File: config.mk
export PLATFORM = sky130hd
export DESIGN_NAME = sifhTop
export DESIGN_NICKNAME = d
export VERILOG_FILES = /design/src/source/sifhPkg.sv /design/src/source/eventFifo.sv /design/src/source/histBuilder.sv /design/src/source/histRam.sv /design/src/source/peakFinder.sv /design/src/source/sifhCtrl.sv /design/src/source/sifhTop.sv
export SDC_FILE = /design/constraint.sdc
export NUM_CORES = 1
export LEC_CHECK = 0
export ABC_CLOCK_PERIOD_IN_PS = 4300
export BUFFER_PORTS_ARGS = -buffer_cell sky130_fd_sc_hd__buf_2
export CORE_MARGIN = 5
export CORE_UTILIZATION = 39
export DETAILED_ROUTE_END_ITERATION = 7
export GPL_TIMING_DRIVEN = 0
export PLACE_DENSITY = 0.62
export SLEW_MARGIN = 20
export SYNTH_ARGS = -nofsm -noshare
export SYNTH_HDL_FRONTEND = slang
export SYNTH_SLANG_ARGS = --single-unit
File: constraint.sdc
create_clock -name clk -period 4.3 [get_ports clk]
set_input_delay 1.075 -clock clk [delete_from_list [all_inputs] [get_ports clk]]
set_output_delay 1.075 -clock clk [all_outputs]
set_load 0.05 [all_outputs]
File: src/source/sifhPkg.sv
package sifhPkg;

    localparam int timeBits = 10;       // TDC timestamp width
    localparam int binBits = 6;
    localparam int binNum = 64;
    localparam int countBits = 8;       // counts saturate at 255
    localparam int coarseShift = 4;     // 16 ticks per coarse bin
    localparam int eventsPerPass = 96;
    localparam int windowLead = 24;     // window opens this far before the coarse peak
    localparam int fifoDepth = 4;       // also the initial TDC credit count

    localparam int fifoPtrBits = $clog2(fifoDepth);
    localparam int passCntBits = $clog2(eventsPerPass + 1);
    localparam int loMax = (1 << timeBits) - binNum;    // 960 keeps the window in range

    typedef enum logic [2:0] {
        idle,
        clear1,
        build1,
        find1,
        filter,
        clear2,
        build2,
        find2
    } phaseT;

    typedef struct packed {
        logic valid;
        logic [timeBits-1:0] stamp;
    } eventT;

    typedef struct packed {
        logic [binBits-1:0] binAddr;    // coarse peak bin, window base
        logic fine;                     // 1 selects the fine pass
    } binOpT;

    typedef struct packed {
        logic [binBits-1:0] coarsePeak;
        logic [timeBits-1:0] peakTime;
        logic [countBits-1:0] peakCount;
    } resultT;

    // Lower window bound from the coarse peak bin, clamped so that all
    // 64 fine bins stay inside the timestamp range.
    function automatic logic [timeBits-1:0] windowLo(input logic [binBits-1:0] peak);
        int lo;
        lo = int'(peak) * (1 << coarseShift) - windowLead;
        if (lo < 0) begin
            lo = 0;
        end
        if (lo > loMax) begin
            lo = loMax;
        end
        return lo[timeBits-1:0];
    endfunction

endpackage

File: src/source/eventFifo.sv
module eventFifo import sifhPkg::*; (
    input  logic  clk,
    input  logic  res,
    input  eventT tdcIn,
    input  logic  pop,
    output eventT head,
    output logic  creditReturn
);

    logic [timeBits-1:0]    stampMem [fifoDepth];
    logic [fifoPtrBits-1:0] wrPtr;
    logic [fifoPtrBits-1:0] rdPtr;
    logic [fifoPtrBits:0]   count;

    assign head = '{valid: (count != '0), stamp: stampMem[rdPtr]};
    assign creditReturn = pop && head.valid;    // one credit per released event

    always_ff @(posedge clk or negedge res) begin
        if (!res) begin
            wrPtr <= '0;
            rdPtr <= '0;
            count <= '0;
        end else begin
            if (tdcIn.valid) begin
                wrPtr <= wrPtr + 1'b1;
            end
            if (creditReturn) begin
                rdPtr <= rdPtr + 1'b1;
            end
            case ({tdcIn.valid, creditReturn})
                2'b10: count <= count + 1'b1;
                2'b01: count <= count - 1'b1;
                default: ;  // both or neither
            endcase
        end
    end

    always_ff @(posedge clk) begin
        if (tdcIn.valid) begin
            stampMem[wrPtr] <= tdcIn.stamp;
        end
    end

    // TDC must hold a credit for every event it sends
    assert property (@(posedge clk) disable iff (!res) tdcIn.valid |-> count != fifoDepth)
        else $error("eventFifo: event written while full, credit violation");

    assert property (@(posedge clk) disable iff (!res) pop |-> head.valid)
        else $error("eventFifo: pop while empty");

endmodule

File: src/source/histBuilder.sv
module histBuilder import sifhPkg::*; (
    input  logic                 clk,
    input  logic                 res,
    input  logic                 buildEn,
    input  binOpT                winBase,
    input  eventT                head,
    output logic                 pop,
    output logic [binBits-1:0]   rAddr,
    input  logic [countBits-1:0] rData,
    output logic                 wEn,
    output logic [binBits-1:0]   wAddr,
    output logic [countBits-1:0] wData,
    output logic                 buildDone
);

    logic [timeBits-1:0]    lo;
    logic [timeBits-1:0]    offset;
    logic                   inWin;
    logic [passCntBits-1:0] consumed;
    logic                   passFull;
    logic                   s1Pop;      // stage 1 holds a consumed event
    logic                   s1Valid;    // ... and it gets counted
    logic [binBits-1:0]     s1Bin;
    logic                   prevValid;
    logic [binBits-1:0]     prevBin;
    logic [countBits-1:0]   prevData;
    logic [countBits-1:0]   base;

    assign lo = windowLo(winBase.binAddr);
    assign offset = head.stamp - lo;
    assign inWin = (head.stamp >= lo) && (offset < timeBits'(binNum));
    assign passFull = (consumed == passCntBits'(eventsPerPass));
    assign pop = buildEn && head.valid && !passFull;

    // bin lookup goes to the RAM in the pop cycle
    assign rAddr = winBase.fine ? offset[binBits-1:0] : binBits'(head.stamp >> coarseShift);

    always_ff @(posedge clk or negedge res) begin
        if (!res) begin
            consumed <= '0;
            s1Pop <= 1'b0;
            s1Valid <= 1'b0;
            prevValid <= 1'b0;
        end else begin
            consumed <= buildEn ? consumed + passCntBits'(pop) : '0;
            s1Pop <= pop;
            s1Valid <= pop && (inWin || !winBase.fine);     // out-of-window events are dropped
            prevValid <= wEn;
        end
    end

    always_ff @(posedge clk) begin
        s1Bin <= rAddr;
        prevBin <= wAddr;
        prevData <= wData;
    end

    // the RAM returned stale data if the previous write hit the same bin
    assign base = (prevValid && prevBin == s1Bin) ? prevData : rData;

    assign wEn = s1Valid;
    assign wAddr = s1Bin;
    assign wData = (base == '1) ? base : base + 1'b1;  // saturate

    assign buildDone = buildEn && passFull && !s1Pop;   // last write has landed

    // the sequencer only routes builder writes to the RAM during a build phase
    assert property (@(posedge clk) disable iff (!res) wEn |-> buildEn)
        else $error("histBuilder: RAM write outside a build pass");

endmodule

File: src/source/histRam.sv
module histRam import sifhPkg::*; (
    input  logic                 clk,
    input  logic                 wEn,
    input  logic [binBits-1:0]   wAddr,
    input  logic [countBits-1:0] wData,
    input  logic [binBits-1:0]   rAddr,
    output logic [countBits-1:0] rData
);

    logic [countBits-1:0] mem [binNum];

    always_ff @(posedge clk) begin
        if (wEn) begin
            mem[wAddr] <= wData;
        end
        rData <= mem[rAddr];    // old data on a same-address collision
    end

endmodule

File: src/source/peakFinder.sv
module peakFinder import sifhPkg::*; (
    input  logic                 clk,
    input  logic                 res,
    input  logic                 findStart,
    output logic [binBits-1:0]   rAddr,
    input  logic [countBits-1:0] rData,
    output logic [binBits-1:0]   peakBin,
    output logic [countBits-1:0] peakCount,
    output logic                 findDone
);

    logic               scanning;   // read addresses being issued
    logic [binBits-1:0] addr;
    logic               pendValid;  // rData belongs to pendBin
    logic               pendLast;
    logic [binBits-1:0] pendBin;

    assign rAddr = addr;

    always_ff @(posedge clk or negedge res) begin
        if (!res) begin
            scanning <= 1'b0;
            addr <= '0;
            pendValid <= 1'b0;
            pendLast <= 1'b0;
            findDone <= 1'b0;
            peakBin <= '0;
            peakCount <= '0;
        end else begin
            pendValid <= scanning;
            pendLast <= scanning && (addr == binBits'(binNum - 1));
            findDone <= pendValid && pendLast;
            if (findStart) begin
                scanning <= 1'b1;
                addr <= '0;
                peakBin <= '0;
                peakCount <= '0;
            end else begin
                if (scanning) begin
                    addr <= addr + 1'b1;
                    if (addr == binBits'(binNum - 1)) begin
                        scanning <= 1'b0;
                    end
                end
                // strict compare keeps the lower bin on a tie
                if (pendValid && rData > peakCount) begin
                    peakBin <= pendBin;
                    peakCount <= rData;
                end
            end
        end
    end

    always_ff @(posedge clk) begin
        pendBin <= addr;
    end

endmodule

File: src/source/sifhCtrl.sv
module sifhCtrl import sifhPkg::*; (
    input  logic                 clk,
    input  logic                 res,
    input  logic                 start,
    input  logic                 buildDone,
    input  logic                 findDone,
    input  logic [binBits-1:0]   peakBin,
    input  logic [countBits-1:0] peakCount,
    output logic                 buildEn,
    output binOpT                winBase,
    output logic                 findStart,
    input  logic                 bldWEn,
    input  logic [binBits-1:0]   bldWAddr,
    input  logic [countBits-1:0] bldWData,
    input  logic [binBits-1:0]   bldRAddr,
    input  logic [binBits-1:0]   finRAddr,
    output logic                 wEn,
    output logic [binBits-1:0]   wAddr,
    output logic [countBits-1:0] wData,
    output logic [binBits-1:0]   rAddr,
    output resultT               result,
    output logic                 resValid
);

    phaseT               phase;
    phaseT               nextPhase;
    logic [binBits-1:0]  clrAddr;
    logic                clearing;
    logic                sweepEnd;
    logic [binBits-1:0]  coarsePeak;
    logic [timeBits-1:0] lo;           // fine window low bound

    assign clearing = (phase == clear1) || (phase == clear2);
    assign sweepEnd = (clrAddr == binBits'(binNum - 1));
    assign buildEn = (phase == build1) || (phase == build2);
    assign winBase = '{binAddr: coarsePeak, fine: (phase == build2)};

    always_comb begin
        nextPhase = phase;
        case (phase)
            idle:    if (start) nextPhase = clear1;
            clear1:  if (sweepEnd) nextPhase = build1;
            build1:  if (buildDone) nextPhase = find1;
            find1:   if (findDone) nextPhase = filter;
            filter:  nextPhase = clear2;
            clear2:  if (sweepEnd) nextPhase = build2;
            build2:  if (buildDone) nextPhase = find2;
            find2:   if (findDone) nextPhase = idle;
            default: nextPhase = idle;
        endcase
    end

    always_ff @(posedge clk or negedge res) begin
        if (!res) begin
            phase <= idle;
            clrAddr <= '0;
            findStart <= 1'b0;
            resValid <= 1'b0;
        end else begin
            phase <= nextPhase;
            clrAddr <= clearing ? clrAddr + 1'b1 : '0;  // wraps to 0 after 64 writes
            findStart <= buildEn && buildDone;
            resValid <= (phase == find2) && findDone;
        end
    end

    always_ff @(posedge clk) begin
        if (phase == find1 && findDone) begin
            coarsePeak <= peakBin;
        end
        if (phase == filter) begin
            lo <= windowLo(coarsePeak);
        end
        if (phase == find2 && findDone) begin
            result.coarsePeak <= coarsePeak;
            result.peakTime <= lo + timeBits'(peakBin);
            result.peakCount <= peakCount;
        end
    end

    // RAM port ownership follows the phase
    always_comb begin
        wEn = 1'b0;
        wAddr = clrAddr;
        wData = '0;
        rAddr = finRAddr;
        case (phase)
            clear1, clear2: wEn = 1'b1;     // zeroing sweep
            build1, build2: begin
                wEn = bldWEn;
                wAddr = bldWAddr;
                wData = bldWData;
                rAddr = bldRAddr;
            end
            default: ;
        endcase
    end

    // a peak report outside a find phase would be lost or latched wrongly
    assert property (@(posedge clk) disable iff (!res)
                     findDone |-> (phase == find1) || (phase == find2))
        else $error("sifhCtrl: peak result outside a find phase");

endmodule

File: src/source/sifhTop.sv
module sifhTop import sifhPkg::*; (
    input  logic   clk,
    input  logic   res,
    input  logic   start,
    input  eventT  tdcIn,
    output logic   creditReturn,
    output resultT result,
    output logic   resValid
);

    eventT                head;
    logic                 pop;
    logic                 buildEn;
    logic                 buildDone;
    binOpT                winBase;
    logic                 findStart;
    logic                 findDone;
    logic [binBits-1:0]   peakBin;
    logic [countBits-1:0] peakCount;
    logic                 bldWEn;
    logic [binBits-1:0]   bldWAddr;
    logic [countBits-1:0] bldWData;
    logic [binBits-1:0]   bldRAddr;
    logic [binBits-1:0]   finRAddr;
    logic                 wEn;
    logic [binBits-1:0]   wAddr;
    logic [countBits-1:0] wData;
    logic [binBits-1:0]   rAddr;
    logic [countBits-1:0] rData;    // shared by builder and finder

    eventFifo eventFifo_i (
        .clk          (clk),
        .res          (res),
        .tdcIn        (tdcIn),
        .pop          (pop),
        .head         (head),
        .creditReturn (creditReturn)
    );

    histBuilder histBuilder_i (
        .clk       (clk),
        .res       (res),
        .buildEn   (buildEn),
        .winBase   (winBase),
        .head      (head),
        .pop       (pop),
        .rAddr     (bldRAddr),
        .rData     (rData),
        .wEn       (bldWEn),
        .wAddr     (bldWAddr),
        .wData     (bldWData),
        .buildDone (buildDone)
    );

    peakFinder peakFinder_i (
        .clk       (clk),
        .res       (res),
        .findStart (findStart),
        .rAddr     (finRAddr),
        .rData     (rData),
        .peakBin   (peakBin),
        .peakCount (peakCount),
        .findDone  (findDone)
    );

    sifhCtrl sifhCtrl_i (
        .clk       (clk),
        .res       (res),
        .start     (start),
        .buildDone (buildDone),
        .findDone  (findDone),
        .peakBin   (peakBin),
        .peakCount (peakCount),
        .buildEn   (buildEn),
        .winBase   (winBase),
        .findStart (findStart),
        .bldWEn    (bldWEn),
        .bldWAddr  (bldWAddr),
        .bldWData  (bldWData),
        .bldRAddr  (bldRAddr),
        .finRAddr  (finRAddr),
        .wEn       (wEn),
        .wAddr     (wAddr),
        .wData     (wData),
        .rAddr     (rAddr),
        .result    (result),
        .resValid  (resValid)
    );

    histRam histRam_i (
        .clk   (clk),
        .wEn   (wEn),
        .wAddr (wAddr),
        .wData (wData),
        .rAddr (rAddr),
        .rData (rData)
    );

endmodule

==> results of run 1 <==
[critical path, cell delays in order (launching register included)]
cell and delay (ns):
edfxtp_1 0.40, inv_1 0.17, ha_1 0.21, nor2b_1 0.18, a21oi_1 0.10, o31a_1 0.33
ha_1 0.30, nand2b_1 0.15, o221ai_1 0.21, mux2i_4 0.24, buf_4 0.21, nor2_4 0.28
clkbuf_2 0.40, nand3_1 0.26, a41oi_1 0.36, a311o_1 0.33
[per-layer routing]
metal | track usage (%) | share of wire, % | up-vias
met5 | 0 | 0 | -
met4 | 7.82 | 3.8 | 0
met3 | 3.67 | 9.0 | 152
met2 | 30.9 | 47 | 743
met1 | 26.4 | 40 | 8467
li1 | - | - | 7462
[registers in the layout, indices dropped and copies added, names as in the netlist, 6 cells and up]
register,count
sifhCtrl_i.result,24
sifhCtrl_i.coarsePeak,6
histRam_i.mem,512
histBuilder_i.consumed,7
peakFinder_i.pendBin,6
sifhCtrl_i.clrAddr,6
histBuilder_i.prevData,8
sifhCtrl_i.lo,7
peakFinder_i.peakCount,8
eventFifo_i.stampMem,40
histBuilder_i.prevBin,6
peakFinder_i.rAddr,6
histBuilder_i.wAddr,6
histRam_i.rData,8
peakFinder_i.peakBin,6
[logic make-up (layout without fill, tap and decap cells)]
logic type,count (synthesis),in the layout,synth area share [%]
buffers and inverters,132,303,2.22
AOI/OAI and AO/OA,174,174,4.22
DFF,675,675,71.7
muxes,137,137,7.03
and+or+nand+nor,751,751,12.1
xor gates and xnor gates,36,36,1.15
adders and majority gates,32,32,1.54
other,0,3,0
[worst paths after layout]
path,startpoint,to,slack [ns]
max in group asynchronous,res,eventFifo_i.rdPtr[0],3.29
worst max register to register,sifhCtrl_i.coarsePeak[1],histRam_i.rData[0],0.05
min in group asynchronous,res,eventFifo_i.wrPtr[1],0.51
worst max-delay path,sifhCtrl_i.coarsePeak[1],histRam_i.rData[0],0.05
worst min register to register,peakFinder_i.scanning,peakFinder_i.pendValid,0.39
worst min-delay path,peakFinder_i.scanning,peakFinder_i.pendValid,0.39
[cells in the final DEF, fill, tap and decap left out, types with 8 or more instances in the layout]
cell type | netlist | routed
nand2_1 | 356 | 354
dfxtp_1 | 34 | 34
nor2b_1 | 9 | 9
and2_1 | 18 | 10
clkbuf_1 | 42 | 48
buf_4 | 7 | 12
nand3_1 | 183 | 183
clkbuf_16 | 0 | 72
buf_2 | 34 | 71
clkinv_1 | 0 | 17
nor2_1 | 112 | 110
xor2_1 | 19 | 19
a31oi_1 | 9 | 9
clkinv_2 | 0 | 9
mux4_2 | 44 | 44
mux2i_1 | 88 | 87
dfrtp_1 | 52 | 51
nand2b_1 | 15 | 14
nand3b_1 | 8 | 8
xnor2_1 | 17 | 17
ha_1 | 29 | 29
nor3_1 | 9 | 9
edfxtp_1 | 589 | 589
a21oi_1 | 53 | 52
o21ai_0 | 23 | 21
nand4_1 | 11 | 11
o31ai_1 | 9 | 8
o22ai_1 | 17 | 12
inv_1 | 39 | 39
[cell type report]
| type | count | area [µm²] | area share [%] |
|---|---|---|---|
| flip-flops and latches | 675 | 19700 | 63.1 |
| clock buffers | 89 | 1880 | 6.01 |
| plain buffers | 89 | 464 | 1.49 |
| well taps | 940 | 1180 | 3.77 |
| inverters | 39 | 146 | 0.469 |
| multi-input cells | 1130 | 7240 | 23.2 |
| diodes | 3 | 7.51 | 0.0241 |
| clock inverters | 39 | 290 | 0.930 |
| repair buffers | 47 | 327 | 1.05 |
[report_power, final]
part	internal [mW]	total (mW)	leakage (nW)	switching, mW
Clock	3.24	5.80	1.06	2.55
Combinational	0.273	0.968	3.07	0.695
Sequential	7.43	7.58	6.77	0.154
Total	10.9	14.3	10.9	3.40
[repair_timing]
action	CTS	global route
setup endpoints to repair	8	8
buffers inserted	0	2
resized for setup	18	13
[stage by stage]
step | cells | hold WS, ns | power (mW) | cell area (µm²)
after floorplan | 1937 | 0.352 | 8.25 | 27400
after CTS | 3047 | 0.387 | 14.4 | 31100
after global routing | 3048 | 0.398 | 14.8 | 31200
after detailed placement | 2922 | 0.374 | 8.67 | 28900
final | 3051 | 0.386 | 14.3 | 31200
after global placement | 2916 | 0.358 | 8.62 | 28800
==> metrics, run 1 <==
status=finished, final reports clean; drc violations=0; CP Data Arrival Time=4.74 ns; CTS tree=yes; num rows=97; worst vdd ir=0.000254 V; Synth Instances=1937; clock edge transition at the registers on the reported setup and hold paths=0.06 ns; max-slew violations=0; max-cap check violation count=0; Num CTS Buffers=71; reg2reg path depth=15; clk sink count=675; Core ar.=69900 µm²; Post-synth top cells=edfxtp_1, nand2_1, nand3_1; initial antenna violation count=1; HPWL after DPL=50100 µm; Layout area overhead=13.8%; Netlist Area Pre-Place=27400 µm²; count of cell types in the netlist=63; register area share after synthesis=71.7%; final hold vios=0; die area=75700 µm²; Final Core Density=44.6%; top-count cell post-synth=edfxtp_1; Worst Hold Class=register to register; Tmin final=4.25 ns; Synth async-reset ratio=7.70%; CTS Hold Buffers Added=0; number of port buffers=39; relative max-transition margin=18.5%; endpoint type of the worst setup path=register; TNS Setup=0 ns; vias in the first global route=16600; Hold Crit Depth=0; Synth top area share=64.5%; Layout fillers=6292; Synth area leaders=edfxtp_1, nand2_1, dfrtp_1; largest net degree at the start of global routing=65; leading area contributor after synthesis=edfxtp_1; H-tree levels=3; drt initial violations=1894; WL final=73700 µm; detailed-route via count=16800; root buffer cell=clkbuf_16; Lkg Pwr=10.9 nW; initial core utilization=39.2%; worst slew pin tran=1.21 ns; net count after synthesis=1983; first-pass GRT wire length=109000 µm; Top FF cell, synth=edfxtp_1; remaining antenna violation count=0; Global Route Usage Sum=19.4%; startpoint types=register; Max Root-Sink Buffers=3; Final Net Count=2099; Avg Vias per Cell=5.51; Yosys reg bits=675; clock latency on the worst-skew pair=0.63 ns; total global routing overflow=0; fmax=235 MHz; Routed WL per cell=24.2 µm; Syn Area/Cell=14.2 µm²; GPL Wtd Cong=0.932; clk_skew=0.0291 ns; power density over the cells=460 nW/µm²; critical path class=register to register; Finish-stage setup viols=0; pre-CTS setup slack=-1.30 ns; Worst Path Required=4.80 ns; fraction of layout cells with a size suffix above 1=13.0%; EDFF count, synth=589; Pre-antenna DRT Iters=8; PnR worst setup slack=0.0517 ns; top-level I/O count=40; Synthesis Warnings=0; Die X=275 µm; Final period util=98.8%; die height=275 µm; Crit Path Max Fanout=10
Note: power is estimated with default switching activity, not from simulation.
==> inputs of run 2 (changes only) <==
--- a/config.mk
+++ b/config.mk
@@ -5,13 +5,12 @@
 export SDC_FILE = /design/constraint.sdc
 export NUM_CORES = 1
 export LEC_CHECK = 0
-export ABC_CLOCK_PERIOD_IN_PS = 4300
 export BUFFER_PORTS_ARGS = -buffer_cell sky130_fd_sc_hd__buf_2
 export CORE_MARGIN = 5
-export CORE_UTILIZATION = 39
+export CORE_UTILIZATION = 60
 export DETAILED_ROUTE_END_ITERATION = 7
 export GPL_TIMING_DRIVEN = 0
-export PLACE_DENSITY = 0.62
+export PLACE_DENSITY = 0.84
 export SLEW_MARGIN = 20
 export SYNTH_ARGS = -nofsm -noshare
 export SYNTH_HDL_FRONTEND = slang
==> run 2 against run 1 <==
  * The run now ends with design-rule violations left
  * Final area down 1.2%
  * Global-route usage up 9.0 points
  * Sequential power about the same
  * Critical path depth up 1
  * Utilization up 23 points
  * Fmax down 0.47%
  * Clock power up 0.7%
  * Critical path type unchanged
  * Largest cell class unchanged
==> metrics, run 2 (synthesized netlist as in run 1, its figures left out) <==
status=complete, but fails checks; failing checks=design-rule violations; detailed-route via count=17300; fmax=234 MHz; endpoint type of the worst setup path=register; reg2reg path depth=16; num rows=78; Global Route Usage Sum=28.4%; worst slew pin tran=1.15 ns; biggest regs=histRam_i.mem x512, eventFifo_i.stampMem x40, sifhCtrl_i.result x24; final hold vios=0; Num CTS Buffers=66; max-slew violations=0; Sequential Area=19700 µm²; worst vdd ir=0.000278 V; fraction of layout cells with a size suffix above 1=13.3%; clk sink count=675; relative max-transition margin=22.4%; CTS tree=yes; Worst Setup SP=sifhCtrl_i.coarsePeak[1]; RSZ-0062 raised after global routing=false; Worst path slowest cell=nor4_1; WP depth=16; die height=224 µm; Reg with most FFs=histRam_i.mem; CP Cell Sequence=inv_1 > ha_1 > nor2b_1 > a21oi_1 > o31a_1 > nand2_1 > inv_1 > fa_1 > xor2_1 > nor2_1 > a21oi_1 > o21ai_2 > nor2_1 > o21ai_0 > nor4_1 > a211o_1; post-route total power=14.4 mW; Pre-antenna DRT Iters=8; startpoint types=register; Crit Path Max Fanout=5; Final period util=99.3%; Tmin final=4.27 ns; HPWL after DPL=47500 µm; first-pass GRT wire length=107000 µm; Layout area overhead=12.4%; Worst Path Required=4.81 ns; WL final=71100 µm; Min Hold Slack=0.378 ns; clock latency on the worst-skew pair=0.60 ns; Avg Vias per Cell=6.42; most frequent cells in the layout=edfxtp_1, nand2_1, nand3_1, nor2_1, mux2i_1; CP delay by family, top=compound AO/OA/AOI/OAI gates; clock edge transition at the registers on the reported setup and hold paths=0.06 ns; largest net degree at the start of global routing=65; CTS Hold Buffers Added=0; Final Net Count=2094; Finish-stage setup viols=0; max-cap check violation count=0; vias in the first global route=17400; crit path to=histRam_i.rData[3]; power density over the cells=467 nW/µm²; top-level I/O count=40; TNS Setup=0 ns; Die X=224 µm; remaining antenna violation count=0; CP max stage delay=0.56 ns; critical path class=register to register; Lkg Pwr=10.9 nW; Routed WL per cell=26.3 µm; total global routing overflow=0; drt initial violations=2683; drc violations=2; Core ar.=45300 µm²; Layout fillers=2936; root buffer cell=clkbuf_16; max reg flops=512; H-tree levels=3; FF-to-FF Start=sifhCtrl_i.coarsePeak[1]; GPL Wtd Cong=1.01; Worst Hold Class=register to register; multi-input logic area=7270 µm²; initial antenna violation count=1; WP buf/inv=2; clk_skew=0.0256 ns; CP Data Arrival Time=4.78 ns; most common cell after layout, fill and taps aside=edfxtp_1; Reg2Reg Capture Point=histRam_i.rData[3]; Max Root-Sink Buffers=3; initial core utilization=60.6%; die area=50100 µm²; number of port buffers=39; r2r setup slk=0.03 ns
## run 2: power by group
group	switching, mW	internal [mW]
Sequential	0.162	7.42
Combinational	0.693	0.275
Clock	2.43	3.41
Total	3.28	11.1
## run 2: worst min path at each step
stage / slack [ns] / from / cells past startpoint / endpoint
2_1_floorplan: 0.35 / peakFinder_i.scanning / 0 / peakFinder_i.pendValid
3_3_place_gp: 0.36 / peakFinder_i.scanning / 0 / peakFinder_i.pendValid
3_5_place_dp: 0.36 / peakFinder_i.scanning / 0 / peakFinder_i.pendValid
4_1_cts: 0.38 / peakFinder_i.scanning / 0 / peakFinder_i.pendValid
5_1_grt: 0.40 / peakFinder_i.scanning / 0 / peakFinder_i.pendValid
6_report: 0.38 / peakFinder_i.scanning / 0 / peakFinder_i.pendValid
## run 2: layout make-up
| type | instances | share of cell area [%] |
|---|---|---|
| clock inverter | 25 | 0.767 |
| antenna | 1 | 0.00812 |
| multi-input combinational | 1130 | 23.6 |
| sequential | 675 | 63.8 |
| buffer | 89 | 1.51 |
| timing repair buffer | 47 | 1.04 |
| tap | 600 | 2.44 |
| clock buffer | 95 | 6.33 |
| inverter | 39 | 0.475 |
## run 2: metrics by stage
stage	instances	setup WS, ns	utilization, %	area [µm²]
6_report	2701	0.0316	68.1	30800
5_1_grt	2700	0.0147	68.0	30800
4_1_cts	2700	0.0117	67.9	30800
3_5_place_dp	2582	-1.05	62.9	28500
3_3_place_gp	2576	-1.30	62.6	28400
2_1_floorplan	1937	0.628	-	27400
## run 2: worst register-to-register path: stages, from the launching register on
cell,delay [ns]
edfxtp_1,0.38
inv_1,0.16
ha_1,0.22
nor2b_1,0.20
a21oi_1,0.12
o31a_1,0.33
nand2_1,0.15
inv_1,0.08
fa_1,0.42
xor2_1,0.16
nor2_1,0.05
a21oi_1,0.43
o21ai_2,0.24
nor2_1,0.30
o21ai_0,0.14
nor4_1,0.56
a211o_1,0.26
## run 2: metal layers
layer,vias to the layer above,wire [µm],part of all wire (%),global-route usage (%)
met4,0,3830,5.4,12.8
met3,261,8730,12,7.36
li1,7405,-,-,-
met1,8502,25600,36,38.2
met5,-,0,0,0
met2,1178,33000,46,44.5
## run 2: repair_timing
action | 4_1_cts | 5_1_grt
resized for setup | 21 | 17
setup endpoints to repair | 8 | 8
pin swaps | 0 | 1
buffers inserted | 0 | 2
